**config.mk**
```make
export PLATFORM = sky130hd
export DESIGN_NAME = lcd_i2c_top
export DESIGN_NICKNAME = d
export VERILOG_FILES = /design/src/common/lcd_i2c_pkg.sv /design/src/verilog/lcd_i2c_top.sv /design/src/i2c_master/i2c_master.sv /design/src/lcd_sequencer/lcd_sequencer.sv /design/src/verilog/txn_fifo.sv
export SDC_FILE = /design/constraint.sdc
export NUM_CORES = 1
export LEC_CHECK = 0
export BUFFER_PORTS_ARGS = -buffer_cell sky130_fd_sc_hd__clkbuf_2
export CORE_MARGIN = 2
export CORE_UTILIZATION = 30
export DETAILED_ROUTE_END_ITERATION = 10
export PLACE_DENSITY = 0.41
export SLEW_MARGIN = 20
export SYNTH_ARGS = -nofsm -noshare
export SYNTH_HDL_FRONTEND = slang
export SYNTH_SLANG_ARGS = --single-unit
```
**constraint.sdc**
```tcl
create_clock -name clk -period 7.2 [get_ports clk]
set_clock_uncertainty 0.05 [all_clocks]
set_input_delay 1.8 -clock clk [delete_from_list [all_inputs] [get_ports clk]]
set_output_delay 1.8 -clock clk [all_outputs]
set_load 0.1 [all_outputs]
```
**src/common/lcd_i2c_pkg.sv**
```systemverilog
// LCD over I2C shared definitions
package lcd_i2c_pkg;

    localparam int i2c_addr_w = 7;
    localparam int txn_w = i2c_addr_w + 8;  // Address over data byte

    localparam int probe_count = 3;
    localparam logic [i2c_addr_w-1:0] probe_addrs [probe_count] = '{
        7'h20, 7'h27, 7'h3F
    };

    localparam int init_count = 7;
    localparam logic [7:0] init_cmds [init_count] = '{
        8'h33, 8'h32, 8'h28, 8'h0C, 8'h06, 8'h01, 8'h80
    };

    localparam logic [7:0] line2_cmd = 8'hC0;  // Cursor to line two
    localparam int line_len = 16;

    // Both lines back to back, character 0 in the top byte
    localparam logic [8*2*line_len-1:0] message = {
        "Hello from FPGA!",
        "Addr: 0x??      "
    };

    // PCF8574 style pin mapping
    typedef struct packed {
        logic [3:0] nibble;
        logic       backlight;
        logic       en;
        logic       rw;
        logic       rs;
    } lcd_fields_t;

    typedef union packed {
        logic [7:0]  raw;
        lcd_fields_t lcd;
    } expander_byte_u;

    function automatic logic [7:0] hex_ascii(input logic [3:0] value);
        if (value < 4'd10) begin
            return 8'h30 + {4'h0, value};
        end
        return 8'h37 + {4'h0, value};  // 'A' minus ten
    endfunction

endpackage
```
**src/verilog/lcd_i2c_top.sv**
```systemverilog
// LCD message controller top
module lcd_i2c_top #(
    parameter int clk_div          = 250,         // 100 kHz SCL from 100 MHz
    parameter int power_up_cycles  = 50_000_000,
    parameter int probe_gap_cycles = 10_000_000,
    parameter int cmd_gap_cycles   = 500_000,
    parameter int fifo_depth       = 4
) (
    input  logic                               clk,
    input  logic                               reset_n,
    input  logic                               sda_in,
    output logic                               scl,
    output logic                               sda_oe,
    output logic                               found,
    output logic [lcd_i2c_pkg::i2c_addr_w-1:0] found_addr,
    output logic                               no_device,
    output logic                               done
);

    logic                          push;
    logic                          pop;
    logic                          full;
    logic                          empty;
    logic                          txn_done;
    logic                          ack_error;
    logic [lcd_i2c_pkg::txn_w-1:0] push_data;
    logic [lcd_i2c_pkg::txn_w-1:0] pop_data;

    lcd_sequencer #(
        .power_up_cycles (power_up_cycles),
        .probe_gap_cycles(probe_gap_cycles),
        .cmd_gap_cycles  (cmd_gap_cycles)
    ) u_sequencer (
        .clk       (clk),
        .reset_n   (reset_n),
        .full      (full),
        .txn_done  (txn_done),
        .ack_error (ack_error),
        .push      (push),
        .push_data (push_data),
        .found     (found),
        .found_addr(found_addr),
        .no_device (no_device),
        .done      (done)
    );

    txn_fifo #(
        .fifo_depth(fifo_depth)
    ) u_fifo (
        .clk      (clk),
        .reset_n  (reset_n),
        .push     (push),
        .push_data(push_data),
        .pop      (pop),
        .pop_data (pop_data),
        .full     (full),
        .empty    (empty)
    );

    i2c_master #(
        .clk_div(clk_div)
    ) u_master (
        .clk      (clk),
        .reset_n  (reset_n),
        .empty    (empty),
        .pop_data (pop_data),
        .sda_in   (sda_in),
        .pop      (pop),
        .scl      (scl),
        .sda_oe   (sda_oe),
        .txn_done (txn_done),
        .ack_error(ack_error)
    );

endmodule

```
**src/i2c_master/i2c_master.sv**
```systemverilog
// Single byte I2C write master
module i2c_master #(
    parameter int clk_div = 250
) (
    input  logic                          clk,
    input  logic                          reset_n,
    input  logic                          empty,
    input  logic [lcd_i2c_pkg::txn_w-1:0] pop_data,
    input  logic                          sda_in,
    output logic                          pop,
    output logic                          scl,
    output logic                          sda_oe,
    output logic                          txn_done,
    output logic                          ack_error
);

    localparam int div_w = (clk_div > 1) ? $clog2(clk_div) : 1;

    typedef enum logic [2:0] {
        st_idle, st_start, st_addr, st_ack1, st_data, st_ack2, st_stop
    } state_t;

    state_t                      state;
    logic [div_w-1:0]            div_cnt;
    logic [1:0]                  quarter;
    logic                        quarter_end;
    logic                        tick;        // End of a four-quarter bit slot
    logic [2:0]                  bit_cnt;
    logic [7:0]                  shift_q;
    lcd_i2c_pkg::expander_byte_u data_q;
    logic [1:0]                  sda_sync;

    assign quarter_end = (div_cnt == div_w'(clk_div - 1));
    assign tick = quarter_end && (quarter == 2'd3);
    assign pop = tick && (state == st_idle) && !empty;

    always_ff @(posedge clk or negedge reset_n) begin
        if (!reset_n) begin
            div_cnt <= '0;
            quarter <= '0;
            sda_sync <= 2'b11;
        end else begin
            div_cnt <= quarter_end ? '0 : div_cnt + 1'b1;
            if (quarter_end) quarter <= quarter + 1'b1;
            sda_sync <= {sda_sync[0], sda_in};
        end
    end

    // Address with write bit, then data, MSB first
    always_ff @(posedge clk) begin
        if (pop) begin
            shift_q <= {pop_data[lcd_i2c_pkg::txn_w-1 -: lcd_i2c_pkg::i2c_addr_w], 1'b0};
            data_q.raw <= pop_data[7:0];
        end else if (tick && state == st_ack1) begin
            shift_q <= data_q.raw;
        end else if (tick && (state == st_addr || state == st_data)) begin
            shift_q <= {shift_q[6:0], 1'b0};
        end
    end

    always_ff @(posedge clk or negedge reset_n) begin
        if (!reset_n) begin
            state <= st_idle;
            bit_cnt <= '0;
            ack_error <= 1'b0;
            txn_done <= 1'b0;
        end else begin
            txn_done <= tick && (state == st_stop);
            if (tick) begin
                case (state)
                    st_idle:  if (!empty) state <= st_start;
                    st_start: begin
                        bit_cnt <= '0;
                        state <= st_addr;
                    end
                    st_addr, st_data: begin
                        bit_cnt <= bit_cnt + 1'b1;
                        if (bit_cnt == 3'd7) state <= (state == st_addr) ? st_ack1 : st_ack2;
                    end
                    st_ack1: begin
                        ack_error <= sda_sync[1];  // High means no ack
                        state <= st_data;
                    end
                    st_ack2: state <= st_stop;
                    default: state <= st_idle;
                endcase
            end
        end
    end

    // SCL low in quarters 0-1, SDA changes in quarter 1
    always_ff @(posedge clk or negedge reset_n) begin
        if (!reset_n) begin
            scl <= 1'b1;
            sda_oe <= 1'b0;
        end else begin
            case (state)
                st_start: begin
                    scl <= 1'b1;
                    if (quarter != 2'd0) sda_oe <= 1'b1;
                end
                st_addr, st_data: begin
                    scl <= quarter[1];
                    if (quarter == 2'd1) sda_oe <= ~shift_q[7];
                end
                st_ack1, st_ack2: begin
                    scl <= quarter[1];
                    if (quarter == 2'd1) sda_oe <= 1'b0;
                end
                st_stop: begin
                    scl <= quarter[1];
                    if (quarter == 2'd1) sda_oe <= 1'b1;
                    if (quarter == 2'd3) sda_oe <= 1'b0;  // SDA rises with SCL high
                end
                default: begin
                    scl <= 1'b1;
                    sda_oe <= 1'b0;
                end
            endcase
        end
    end

endmodule

```
**src/lcd_sequencer/lcd_sequencer.sv**
```systemverilog
// LCD scan, init and message sequencer
module lcd_sequencer #(
    parameter int power_up_cycles  = 50_000_000,
    parameter int probe_gap_cycles = 10_000_000,
    parameter int cmd_gap_cycles   = 500_000
) (
    input  logic                               clk,
    input  logic                               reset_n,
    input  logic                               full,
    input  logic                               txn_done,
    input  logic                               ack_error,
    output logic                               push,
    output logic [lcd_i2c_pkg::txn_w-1:0]      push_data,
    output logic                               found,
    output logic [lcd_i2c_pkg::i2c_addr_w-1:0] found_addr,
    output logic                               no_device,
    output logic                               done
);

    localparam int wait_max = (power_up_cycles > probe_gap_cycles)
        ? ((power_up_cycles > cmd_gap_cycles) ? power_up_cycles : cmd_gap_cycles)
        : ((probe_gap_cycles > cmd_gap_cycles) ? probe_gap_cycles : cmd_gap_cycles);
    localparam int wait_w = $clog2(wait_max + 2);
    localparam int probe_w = $clog2(lcd_i2c_pkg::probe_count);
    localparam int cmd_w = $clog2(lcd_i2c_pkg::init_count);
    localparam int char_w = $clog2(2 * lcd_i2c_pkg::line_len);
    localparam int write_bytes = 2 * lcd_i2c_pkg::line_len + 1;  // Line two command included
    localparam int byte_w = $clog2(write_bytes);
    localparam int lcd_txns = 4 * (lcd_i2c_pkg::init_count + write_bytes);
    localparam int txn_cnt_w = $clog2(lcd_txns + 1);
    localparam logic [char_w-1:0] addr_char_hi = char_w'(24);
    localparam logic [char_w-1:0] addr_char_lo = char_w'(25);

    typedef enum logic [2:0] {ph_power, ph_scan, ph_init, ph_write, ph_finish} phase_t;
    typedef enum logic [1:0] {sp_send, sp_wait, sp_gap} step_t;

    phase_t                      phase;
    step_t                       step;
    logic [wait_w-1:0]           wait_cnt;
    logic [wait_w-1:0]           wait_target;
    logic                        wait_end;
    logic [probe_w-1:0]          probe_idx;
    logic [cmd_w-1:0]            cmd_idx;
    logic [byte_w-1:0]           byte_idx;
    logic [char_w-1:0]           char_idx;
    logic [1:0]                  nib_step;   // Hi en, hi, lo en, lo
    logic [txn_cnt_w-1:0]        lcd_txn_cnt;
    logic [7:0]                  lcd_byte;
    logic                        lcd_rs;
    logic [lcd_i2c_pkg::i2c_addr_w-1:0] cur_addr;
    lcd_i2c_pkg::expander_byte_u exp_byte;

    always_comb begin
        case (phase)
            ph_power: wait_target = wait_w'(power_up_cycles);
            ph_scan:  wait_target = wait_w'(probe_gap_cycles);
            default:  wait_target = wait_w'(cmd_gap_cycles);
        endcase
    end

    assign wait_end = (wait_cnt == wait_target);

    // Pick the LCD byte for the current slot
    always_comb begin
        char_idx = (byte_idx > byte_w'(lcd_i2c_pkg::line_len))
            ? char_w'(byte_idx - 1'b1) : char_w'(byte_idx);
        lcd_rs = 1'b1;
        if (phase == ph_init) begin
            lcd_byte = lcd_i2c_pkg::init_cmds[cmd_idx];
            lcd_rs = 1'b0;
        end else if (byte_idx == byte_w'(lcd_i2c_pkg::line_len)) begin
            lcd_byte = lcd_i2c_pkg::line2_cmd;
            lcd_rs = 1'b0;
        end else if (char_idx == addr_char_hi) begin
            lcd_byte = lcd_i2c_pkg::hex_ascii({1'b0, found_addr[6:4]});
        end else if (char_idx == addr_char_lo) begin
            lcd_byte = lcd_i2c_pkg::hex_ascii(found_addr[3:0]);
        end else begin
            lcd_byte = lcd_i2c_pkg::message[
                8 * (2 * lcd_i2c_pkg::line_len - 1 - int'(char_idx)) +: 8];
        end
    end

    always_comb begin
        exp_byte.lcd.nibble = nib_step[1] ? lcd_byte[3:0] : lcd_byte[7:4];
        exp_byte.lcd.backlight = 1'b1;
        exp_byte.lcd.en = ~nib_step[0];
        exp_byte.lcd.rw = 1'b0;
        exp_byte.lcd.rs = lcd_rs;
    end

    assign cur_addr = found ? found_addr : lcd_i2c_pkg::probe_addrs[probe_idx];
    assign push = (step == sp_send) && !full
        && (phase == ph_scan || phase == ph_init || phase == ph_write);
    assign push_data = {cur_addr, (phase == ph_scan) ? 8'h00 : exp_byte.raw};  // Probe is a zero

    always_ff @(posedge clk or negedge reset_n) begin
        if (!reset_n) begin
            phase <= ph_power;
            step <= sp_send;
            wait_cnt <= '0;
            probe_idx <= '0;
            cmd_idx <= '0;
            byte_idx <= '0;
            nib_step <= '0;
            lcd_txn_cnt <= '0;
            found <= 1'b0;
            found_addr <= '0;
            no_device <= 1'b0;
            done <= 1'b0;
        end else begin
            if (txn_done && found) begin
                lcd_txn_cnt <= lcd_txn_cnt + 1'b1;
            end
            case (phase)
                ph_power: begin
                    wait_cnt <= wait_end ? '0 : wait_cnt + 1'b1;
                    if (wait_end) phase <= ph_scan;
                end
                ph_scan: begin
                    if (step == sp_send && push) begin
                        step <= sp_wait;
                    end else if (step == sp_wait && txn_done) begin
                        step <= sp_gap;
                    end else if (step == sp_gap) begin
                        wait_cnt <= wait_end ? '0 : wait_cnt + 1'b1;
                        if (wait_end) begin
                            step <= sp_send;
                            if (!ack_error) begin
                                found <= 1'b1;
                                found_addr <= lcd_i2c_pkg::probe_addrs[probe_idx];
                                phase <= ph_init;
                            end else if (probe_idx == probe_w'(lcd_i2c_pkg::probe_count - 1)) begin
                                no_device <= 1'b1;
                                phase <= ph_finish;
                            end else begin
                                probe_idx <= probe_idx + 1'b1;
                            end
                        end
                    end
                end
                ph_init: begin
                    if (step == sp_send && push) begin
                        nib_step <= nib_step + 1'b1;
                        if (nib_step == 2'd3) step <= sp_gap;  // Gap counts from last push
                    end else if (step == sp_gap) begin
                        wait_cnt <= wait_end ? '0 : wait_cnt + 1'b1;
                        if (wait_end) begin
                            step <= sp_send;
                            if (cmd_idx == cmd_w'(lcd_i2c_pkg::init_count - 1)) begin
                                phase <= ph_write;
                            end else begin
                                cmd_idx <= cmd_idx + 1'b1;
                            end
                        end
                    end
                end
                ph_write: begin
                    if (push) begin
                        nib_step <= nib_step + 1'b1;
                        if (nib_step == 2'd3) begin
                            if (byte_idx == byte_w'(write_bytes - 1)) begin
                                phase <= ph_finish;
                            end else begin
                                byte_idx <= byte_idx + 1'b1;
                            end
                        end
                    end
                end
                default: begin
                    // Last entry has left the bus
                    if (found && lcd_txn_cnt == txn_cnt_w'(lcd_txns)) done <= 1'b1;
                end
            endcase
        end
    end

endmodule

```
**src/verilog/txn_fifo.sv**
```systemverilog
// I2C write request FIFO
module txn_fifo #(
    parameter int fifo_depth = 4
) (
    input  logic                          clk,
    input  logic                          reset_n,
    input  logic                          push,
    input  logic [lcd_i2c_pkg::txn_w-1:0] push_data,
    input  logic                          pop,
    output logic [lcd_i2c_pkg::txn_w-1:0] pop_data,
    output logic                          full,
    output logic                          empty
);

    localparam int ptr_w = (fifo_depth > 1) ? $clog2(fifo_depth) : 1;
    localparam logic [ptr_w:0] depth_c = (ptr_w + 1)'(fifo_depth);

    logic [lcd_i2c_pkg::txn_w-1:0] mem [fifo_depth];
    logic [ptr_w-1:0]              wr_ptr;
    logic [ptr_w-1:0]              rd_ptr;
    logic [ptr_w:0]                count;
    logic                          wr_en;
    logic                          rd_en;

    assign wr_en = push && !full;
    assign rd_en = pop && !empty;
    assign full = (count == depth_c);
    assign empty = (count == '0);
    assign pop_data = mem[rd_ptr];  // Head entry

    always_ff @(posedge clk) begin
        if (wr_en) mem[wr_ptr] <= push_data;
    end

    always_ff @(posedge clk or negedge reset_n) begin
        if (!reset_n) begin
            wr_ptr <= '0;
            rd_ptr <= '0;
            count <= '0;
        end else begin
            if (wr_en) wr_ptr <= wr_ptr + 1'b1;  // Depth is a power of two
            if (rd_en) rd_ptr <= rd_ptr + 1'b1;
            case ({wr_en, rd_en})
                2'b10:   count <= count + 1'b1;
                2'b01:   count <= count - 1'b1;
                default: count <= count;
            endcase
        end
    end

endmodule

```
==> impl_metrics.env, run 1 <==
export IMPL_status="completed"
export IMPL_drtIter0Drc=343
export IMPL_hold_violations=0
export IMPL_hold_class="flip-flop to flip-flop"
export IMPL_wire_per_inst_um=16.2
export IMPL_synth_fp_nets=764
export IMPL_grt_first_pass_wirelength_um=28800
export IMPL_async_flop_share_pct=61.3
export IMPL_ctsLongestPathBuffers=2
export IMPL_synth_flop_cell="dfrtp_1"
export IMPL_syn_inst=727
export IMPL_ctsResizeCount=0
export IMPL_cts_root_buf="clkbuf_16"
export IMPL_worst_pin_slew_ps=816
export IMPL_overflow=0
export IMPL_numPortBuffers=13
export IMPL_area_growth_pct=11.2
export IMPL_required_ps=7300
export IMPL_fin_nets=761
export IMPL_setup_viol=0
export IMPL_p_leak_nw=3.50
export IMPL_ir_worst_vdd_mv=0.122
export IMPL_synth_distinct_cells=92
export IMPL_post_route_min_period_ps=4640
export IMPL_yosysSeqAreaShare_pct=49.0
export IMPL_p_int_w=0.00132
export IMPL_vias=5408
export IMPL_p_sw_w=0.000399
export IMPL_post_route_period_util_pct=64.5
export IMPL_critPathCaptureType="flip-flop"
export IMPL_grt_usage_pct=13.6
export IMPL_cts_tree="built"
export IMPL_grt_start_max_net_pins=49
export IMPL_tns_ps=0
export IMPL_grt_setup_unrepaired="no"
export IMPL_fmax_ghz=0.215
export IMPL_final_max_slew_viol_count=0
export IMPL_switching_share_pct=23.2
export IMPL_power_frac_comb_pct=0.8
export IMPL_seqPwrFrac_pct=48.5
export IMPL_ios=15
export IMPL_ant_nets=0
export IMPL_num_rows=59
export IMPL_die_y_um=165
export IMPL_numCtsBuffers=17
export IMPL_die_w_um=165
export IMPL_antennaDiodeCount=0
export IMPL_htree_levels=4
export IMPL_ys_ff_latch=142
export IMPL_drive_above_1_share_pct=12.9
export IMPL_antenna_found_initial=0
export IMPL_routed_wl_um=17300
export IMPL_dpl_hpwl_um=12100
export IMPL_clock_latency_ps=420
export IMPL_cts_hold_buf=0
export IMPL_gp_congestion=0.809
export IMPL_die_area_um2=27300
export IMPL_final_common_cell="dfrtp_1"
export IMPL_syn_avg_cell_area_um2=10.7
export IMPL_place_ws_ps=2580
export IMPL_relSlewSlack_pct=45.2
export IMPL_synth_edf_count=54
export IMPL_powerDensity_nw_per_um2=199
export IMPL_viasPerCell=5.04
export IMPL_critical_path_class="flip-flop to flip-flop"
export IMPL_critPathLaunchType="flip-flop"
export IMPL_grt_pass1_vias=5422
export IMPL_drc=0
export IMPL_numClockSinks=142
export IMPL_power_share_clock_pct=50.7
export IMPL_crit_fanout=10
export IMPL_cap_viol_max_count=0
export IMPL_final_cell_mix="84 x dfrtp_1, 68 x nor2_1, 60 x nand2_1, 54 x edfxtp_1, 36 x o21ai_0"
export IMPL_post_cts_buffers=0
export IMPL_core_um2=25800
export IMPL_start_util_pct=30.3
export IMPL_arrival_ps=4750
export IMPL_yosysWarnings=0
export IMPL_syn_area_um2=7800
export IMPL_firstDrtPassIters=4
export IMPL_setup_ws_ps=2560
export IMPL_clkTransAtPathRegs_ps=70
[cell families (layout without fill, tap and decap cells)]
group                    Yosys count  count (layout)  synth area share [%]
AND/OR/NAND/NOR                  256             256                  17.3
AO/OA/AOI/OAI                    149             149                  13.4
flip-flops                       142             142                  49.0
buffers and inverters             71              81                  4.23
XOR/XNOR                          50              50                  5.71
adder cells (fa/ha/maj)           34              34                  5.55
multiplexers                      24              24                  4.79
other                              1               1                0.0481
[registers in the layout, summed over array words and instances (netlist names), 3 cells and up]
register / flops
u_sequencer.cmd_idx: 3
u_sequencer.wait_cnt: 26
u_master.div_cnt: 8
u_fifo.mem: 40
u_master.data_q: 7
u_sequencer.byte_idx: 6
u_sequencer.lcd_txn_cnt: 8
u_fifo.count: 3
u_sequencer.found_addr: 3
u_master.shift_q: 8
u_sequencer.phase: 3
u_master.bit_cnt: 3
u_master.state: 3
[power by group through the flow]
stage	logic [W]	registers (W)	clock network (W)
2_1_floorplan	0.00000269	0.000852	0
3_3_place_gp	0.0000142	0.000852	0
3_5_place_dp	0.0000144	0.000852	0
4_1_cts	0.0000144	0.000836	0.000895
5_1_grt	0.0000157	0.000835	0.000930
6_report	0.0000132	0.000836	0.000875
[worst paths after layout]
path	to	depth (start not counted)	from	slack, ps
hold / removal	u_master.sda_sync[1]	0	u_master.sda_sync[0]	310
hold reg to reg	u_master.sda_sync[1]	0	u_master.sda_sync[0]	310
max in group asynchronous	u_sequencer.wait_cnt[6]	2	reset_n	4730
min in group asynchronous	u_fifo.rd_ptr[1]	1	reset_n	1310
setup / recovery	u_fifo.mem[1][4]	13	u_sequencer.byte_idx[0]	2560
setup reg to reg	u_fifo.mem[1][4]	13	u_sequencer.byte_idx[0]	2560
[stage by stage]
stage / utilization (%) / power (W) / area (um^2) / hold WS (ps) / std cells
finish: 33.7 / 0.00172 / 8680 / 307 / 1072
global route: 33.7 / 0.00178 / 8680 / 317 / 1072
CTS: 33.7 / 0.00175 / 8670 / 309 / 1072
detailed placement: 31.4 / 0.000866 / 8100 / 299 / 1040
global placement: 31.4 / 0.000866 / 8100 / 299 / 1040
floorplan: - / 0.000855 / 7800 / 295 / 727
[cell usage after synthesis (all sizes together), types with 9 or more instances]
master	count	area, um^2
o21ai	39	195
a31oi	16	100
and2	13	81.3
nor2	71	274
a21oi	29	164
mux4	10	225
xor2	23	209
xnor2	27	236
nand4	11	68.8
edfxtp	54	1620
nor3	14	109
nand3	28	140
and3	9	56.3
inv	34	128
clkbuf	17	67.6
nand2	60	225
ha	33	413
buf	19	131
dfrtp	84	2100
mux2i	10	104
[worst max-delay path: stages, from the launching register on]
cell	delay, ps
dfrtp_1	500
clkinv_1	260
ha_1	410
nor2b_4	210
a21oi_4	260
mux2i_2	560
inv_1	180
ha_1	340
a21o_1	200
a221o_1	330
o22ai_2	130
o21ai_1	80
a311o_1	330
a2111oi_2	540
[routing by layer]
metal,up-vias,GRT usage (%),wire (um)
met5,-,0,0
met4,0,4.31,258
met3,15,3.05,479
met2,71,22.0,8150
met1,2686,18.2,8440
li1,2636,-,-
[final cells by class]
type / instances / area, um^2
Fill cell: 2576 / 17100
Sequential cell: 142 / 3820
Multi-Input combinational cell: 514 / 3650
Clock buffer: 17 / 425
Tap cell: 335 / 419
Clock inverter: 15 / 150
Inverter: 35 / 131
Timing Repair Buffer: 14 / 75.1
Note: power is estimated with default switching activity, not from simulation.
==> run 2: changes to the inputs <==
PLACE_DENSITY = 0.43   (was 0.41)
clock period = 3.99 ns   (was 7.2 ns; I/O delays follow)
==> impl_metrics.env, run 2 (synthesized netlist as in run 1, its figures left out) <==
export IMPL_status="completed"
export IMPL_numPortBuffers=13
export IMPL_cts_tree="built"
export IMPL_relSlewSlack_pct=34.4
export IMPL_ctsLongestPathBuffers=2
export IMPL_p_leak_nw=3.57
export IMPL_clkTransAtPathRegs_ps=60
export IMPL_crit_slowest_cell="a2111oi_2"
export IMPL_n_fill_cell=2542
export IMPL_drtIter0Drc=394
export IMPL_wire_per_inst_um=15.8
export IMPL_arrival_ps=3830
export IMPL_ant_nets=0
export IMPL_required_ps=4100
export IMPL_cap_viol_max_count=0
export IMPL_grt_pass1_vias=5406
export IMPL_gp_congestion=0.845
export IMPL_grt_usage_pct=13.5
export IMPL_ios=15
export IMPL_drive_above_1_share_pct=14.5
export IMPL_slowest_delay_ps=520
export IMPL_top_register="u_fifo.mem"
export IMPL_drc=0
export IMPL_viasPerCell=5.01
export IMPL_crit_chain="clkinv_1 > ha_1 > nor2b_4 > a21oi_4 > mux2i_4 > inv_1 > ha_1 > a21o_1 > a221o_1 > o22ai_2 > o21ai_1 > a311o_1 > a2111oi_2"
export IMPL_dpl_hpwl_um=12200
export IMPL_start_util_pct=30.3
export IMPL_post_route_min_period_ps=3720
export IMPL_critPathCaptureType="flip-flop"
export IMPL_firstDrtPassIters=5
export IMPL_final_common_cell="dfrtp_1"
export IMPL_crit_fanout=7
export IMPL_area_growth_pct=12.8
export IMPL_grt_start_max_net_pins=73
export IMPL_tns_ps=0
export IMPL_num_rows=59
export IMPL_vias=5443
export IMPL_die_area_um2=27300
export IMPL_antennaDiodeCount=0
export IMPL_setup_viol=0
export IMPL_largest_reg_flops=40
export IMPL_critical_path_class="flip-flop to flip-flop"
export IMPL_whs_ps=307
export IMPL_final_cell_mix="84 x dfrtp_1, 68 x nor2_1, 60 x nand2_1, 54 x edfxtp_1, 36 x o21ai_0"
export IMPL_die_y_um=165
export IMPL_crit_top_cell="ha_1"
export IMPL_worst_pin_slew_ps=985
export IMPL_grt_setup_unrepaired="no"
export IMPL_core_um2=25800
export IMPL_htree_levels=4
export IMPL_hold_violations=0
export IMPL_ir_worst_vdd_mv=0.251
export IMPL_overflow=0
export IMPL_final_max_slew_viol_count=0
export IMPL_critical_path_buf_inv_count=2
export IMPL_numCtsBuffers=17
export IMPL_post_route_period_util_pct=93.3
export IMPL_antenna_found_initial=0
export IMPL_critPathLaunchType="flip-flop"
export IMPL_fmax_ghz=0.269
export IMPL_hold_class="flip-flop to flip-flop"
export IMPL_clock_latency_ps=420
export IMPL_numClockSinks=142
export IMPL_cts_root_buf="clkbuf_16"
export IMPL_grt_first_pass_wirelength_um=28800
export IMPL_fin_nets=776
export IMPL_powerDensity_nw_per_um2=346
export IMPL_die_w_um=165
export IMPL_largestRegisters="u_fifo.mem (40), u_sequencer.wait_cnt (26)"
export IMPL_routed_wl_um=17200
export IMPL_cp_top_family="compound AO/OA/AOI/OAI gates"
run 2: area by class of cell:
cell class	instances	area (um^2)	share of cell area [%]
clock inverters	9	73.8	0.839
well taps	335	419	4.76
repair buffers	29	188	2.13
inverters	35	131	1.49
flip-flops and latches	142	3820	43.4
multi-input cells	514	3670	41.7
clock buffers	23	494	5.62
run 2: where the power goes:
group	total, W	leakage [nW]	switching, W	internal, W
Clock	0.00151	0.270	0.000627	0.000887
Combinational	0.0000244	1.65	0.0000222	0.00000221
Sequential	0.00151	1.64	0.000000280	0.00151
Total	0.00305	3.57	0.000650	0.00240
run 2: worst paths after layout:
check	start	end	slack [ps]	depth (start not counted)
min reg2reg	u_master.sda_sync[0]	u_master.sda_sync[1]	310	0
max in group asynchronous	reset_n	u_master.scl	2440	2
min	u_master.sda_sync[0]	u_master.sda_sync[1]	310	0
max	u_sequencer.byte_idx[0]	u_fifo.mem[2][4]	270	13
max reg2reg	u_sequencer.byte_idx[0]	u_fifo.mem[2][4]	270	13
min in group asynchronous	reset_n	u_fifo.rd_ptr[1]	650	1
run 2: routing by layer:
layer	up-vias	part of all wire (%)	GRT usage (%)	wire length, um
met2	78	48	22.0	8230
li1	2657	-	-	-
met4	0	1.4	4.23	242
met1	2695	47	18.1	8160
met3	13	3.4	2.85	589
met5	-	0	0	0
run 2: repair_timing:
action | 4_1_cts | 5_1_grt
endpoints found under the setup margin | 0 | 8
hold buffers | 0 | 0
gates resized for setup | 0 | 2
setup buffers | 0 | 0
run 2: metrics by stage:
stage | total power [W] | instances | setup slack (ps) | instance area [um^2] | utilization [%]
finish | 0.00305 | 1087 | 267 | 8800 | 34.2
global route | 0.00317 | 1087 | 19.7 | 8800 | 34.2
CTS | 0.00310 | 1087 | 224 | 8790 | 34.1
detailed placement | 0.00156 | 1055 | 260 | 8220 | 31.9
global placement | 0.00156 | 1055 | 381 | 8220 | 31.9
floorplan | 0.00154 | 727 | 14.0 | 7810 | -
==> run 3: changes to the inputs <==
CTS_BUF_LIST = sky130_fd_sc_hd__clkbuf_8   (was unset)
==> impl_metrics.env, run 3 (synthesized netlist as in run 1, its figures left out) <==
export IMPL_grt_usage_pct=13.5
export IMPL_relSlewSlack_pct=33.5
export IMPL_die_area_um2=27300
export IMPL_post_cts_buffers=0
export IMPL_wire_per_inst_um=15.9
export IMPL_drive_above_1_share_pct=14.4
export IMPL_grt_first_pass_wirelength_um=28800
export IMPL_p_leak_nw=3.50
export IMPL_drtIter0Drc=406
export IMPL_antennaDiodeCount=0
export IMPL_setup_ws_ps=260
export IMPL_largestRegisters="u_fifo.mem (40), u_sequencer.wait_cnt (26)"
export IMPL_dpl_hpwl_um=12200
export IMPL_area_growth_pct=10.4
export IMPL_p_int_w=0.00206
export IMPL_top_register="u_fifo.mem"
export IMPL_critical_path_class="flip-flop to flip-flop"
export IMPL_powerDensity_nw_per_um2=310
export IMPL_dpl_cell_count=1055
export IMPL_arrival_ps=3870
export IMPL_final_cell_mix="84 x dfrtp_1, 68 x nor2_1, 60 x nand2_1, 54 x edfxtp_1"
export IMPL_seqPwrFrac_pct=56.4
export IMPL_die_w_um=165
export IMPL_grt_setup_unrepaired="no"
export IMPL_post_route_period_util_pct=93.5
export IMPL_routed_wl_um=17300
export IMPL_cts_tree="built"
export IMPL_post_route_min_period_ps=3730
export IMPL_largest_reg_flops=40
export IMPL_gp_congestion=0.845
export IMPL_core_um2=25800
export IMPL_hold_class="flip-flop to flip-flop"
export IMPL_required_ps=4130
export IMPL_start_util_pct=30.3
export IMPL_fmax_ghz=0.268
export IMPL_status="completed"
export IMPL_hold_violations=0
export IMPL_antenna_found_initial=0
export IMPL_tns_ps=0
export IMPL_ctsLongestPathBuffers=2
export IMPL_setup_viol=0
export IMPL_numPortBuffers=13
export IMPL_numCtsBuffers=17
export IMPL_finalNonFillerCells=1087
export IMPL_power_frac_comb_pct=0.9
export IMPL_cap_viol_max_count=0
export IMPL_htree_levels=4
export IMPL_die_y_um=165
export IMPL_switching_share_pct=22.7
export IMPL_crit_fanout=7
export IMPL_clkTransAtPathRegs_ps=80
export IMPL_ir_worst_vdd_mv=0.154
export IMPL_ios=15
export IMPL_firstDrtPassIters=4
export IMPL_final_max_slew_viol_count=0
export IMPL_viasPerCell=4.98
export IMPL_totalPowerFinal_w=0.00267
export IMPL_cts_root_buf="clkbuf_8"
export IMPL_worst_pin_slew_ps=998
export IMPL_vias=5414
export IMPL_power_share_clock_pct=42.7
export IMPL_num_rows=59
export IMPL_grt_start_max_net_pins=73
export IMPL_overflow=0
export IMPL_place_ws_ps=260
export IMPL_fin_nets=776
export IMPL_grt_pass1_vias=5444
export IMPL_p_sw_w=0.000607
export IMPL_final_core_util_pct=33.4
export IMPL_ant_nets=0
export IMPL_critPathLaunchType="flip-flop"
export IMPL_final_common_cell="dfrtp_1"
export IMPL_critPathCaptureType="flip-flop"
export IMPL_drc=0
export IMPL_numClockSinks=142
export IMPL_clock_latency_ps=460
-- run 3: cell count changes in the layout (fill, tap and decap cells not counted) --
cell       delta
clkbuf_16    -19
clkbuf_8     +17
inv_1         +4
clkbuf_1      -3
bufinv_16     +2
clkbuf_4      -1
-- run 3: critical path, stage by stage, from the launching register on --
cell and delay, ps:
dfrtp_1 500, clkinv_1 140, ha_1 240, nor2b_4 160, a21oi_4 260, mux2i_4 280
inv_1 100, ha_1 200, a21o_1 150, a221o_1 330, o22ai_2 130, o21ai_1 80
a311o_1 330, a2111oi_2 520
-- run 3: power groups by stage --
stage | clock (W) | sequential [W] | combinational, W
floorplan | 0 | 0.00154 | 0.00000484
global route | 0.00124 | 0.00151 | 0.0000290
CTS | 0.00119 | 0.00151 | 0.0000269
finish | 0.00114 | 0.00151 | 0.0000245
detailed placement | 0 | 0.00154 | 0.0000269
global placement | 0 | 0.00154 | 0.0000265
-- run 3: cell type report --
type	instances	area, um^2
clock buffers	17	234
fillers	2566	17100
well taps	335	419
clock inverters	15	149
multi-input cells	514	3670
inverters	35	131
flip-flops and latches	142	3820
repair buffers	29	188
-- run 3: worst paths after layout --
| check | startpoint | to | slack, ps | cells past startpoint |
|---|---|---|---|---|
| worst max-delay path | u_sequencer.byte_idx[0] | u_fifo.mem[2][4] | 260 | 13 |
| worst min-delay path | u_master.sda_sync[0] | u_master.sda_sync[1] | 310 | 0 |
| worst max register to register | u_sequencer.byte_idx[0] | u_fifo.mem[2][4] | 260 | 13 |
| worst min register to register | u_master.sda_sync[0] | u_master.sda_sync[1] | 310 | 0 |
| max in group asynchronous | reset_n | u_master.scl | 2490 | 2 |
| min in group asynchronous | reset_n | u_fifo.rd_ptr[1] | 610 | 1 |
-- run 3: through the flow --
| step | hold slack (ps) | cell area, um^2 |
|---|---|---|
| after floorplan | 295 | 7810 |
| after global placement | 301 | 8220 |
| after detailed placement | 299 | 8220 |
| after CTS | 310 | 8600 |
| after global routing | 313 | 8610 |
| final | 310 | 8610 |
-- run 3: timing repair --
item                                    4_1_cts  5_1_grt
endpoints found under the setup margin        0        8
gates resized for setup                       0        2
hold buffers                                  0        0
-- run 3: routing by layer --
| metal | part of all wire (%) | up-vias | global-route usage [%] |
|---|---|---|---|
| met5 | 0 | - | 0 |
| met4 | 1.4 | 0 | 4.23 |
| met3 | 2.9 | 17 | 2.92 |
| met2 | 48 | 65 | 21.9 |
| met1 | 48 | 2674 | 18.0 |
| li1 | - | 2658 | - |
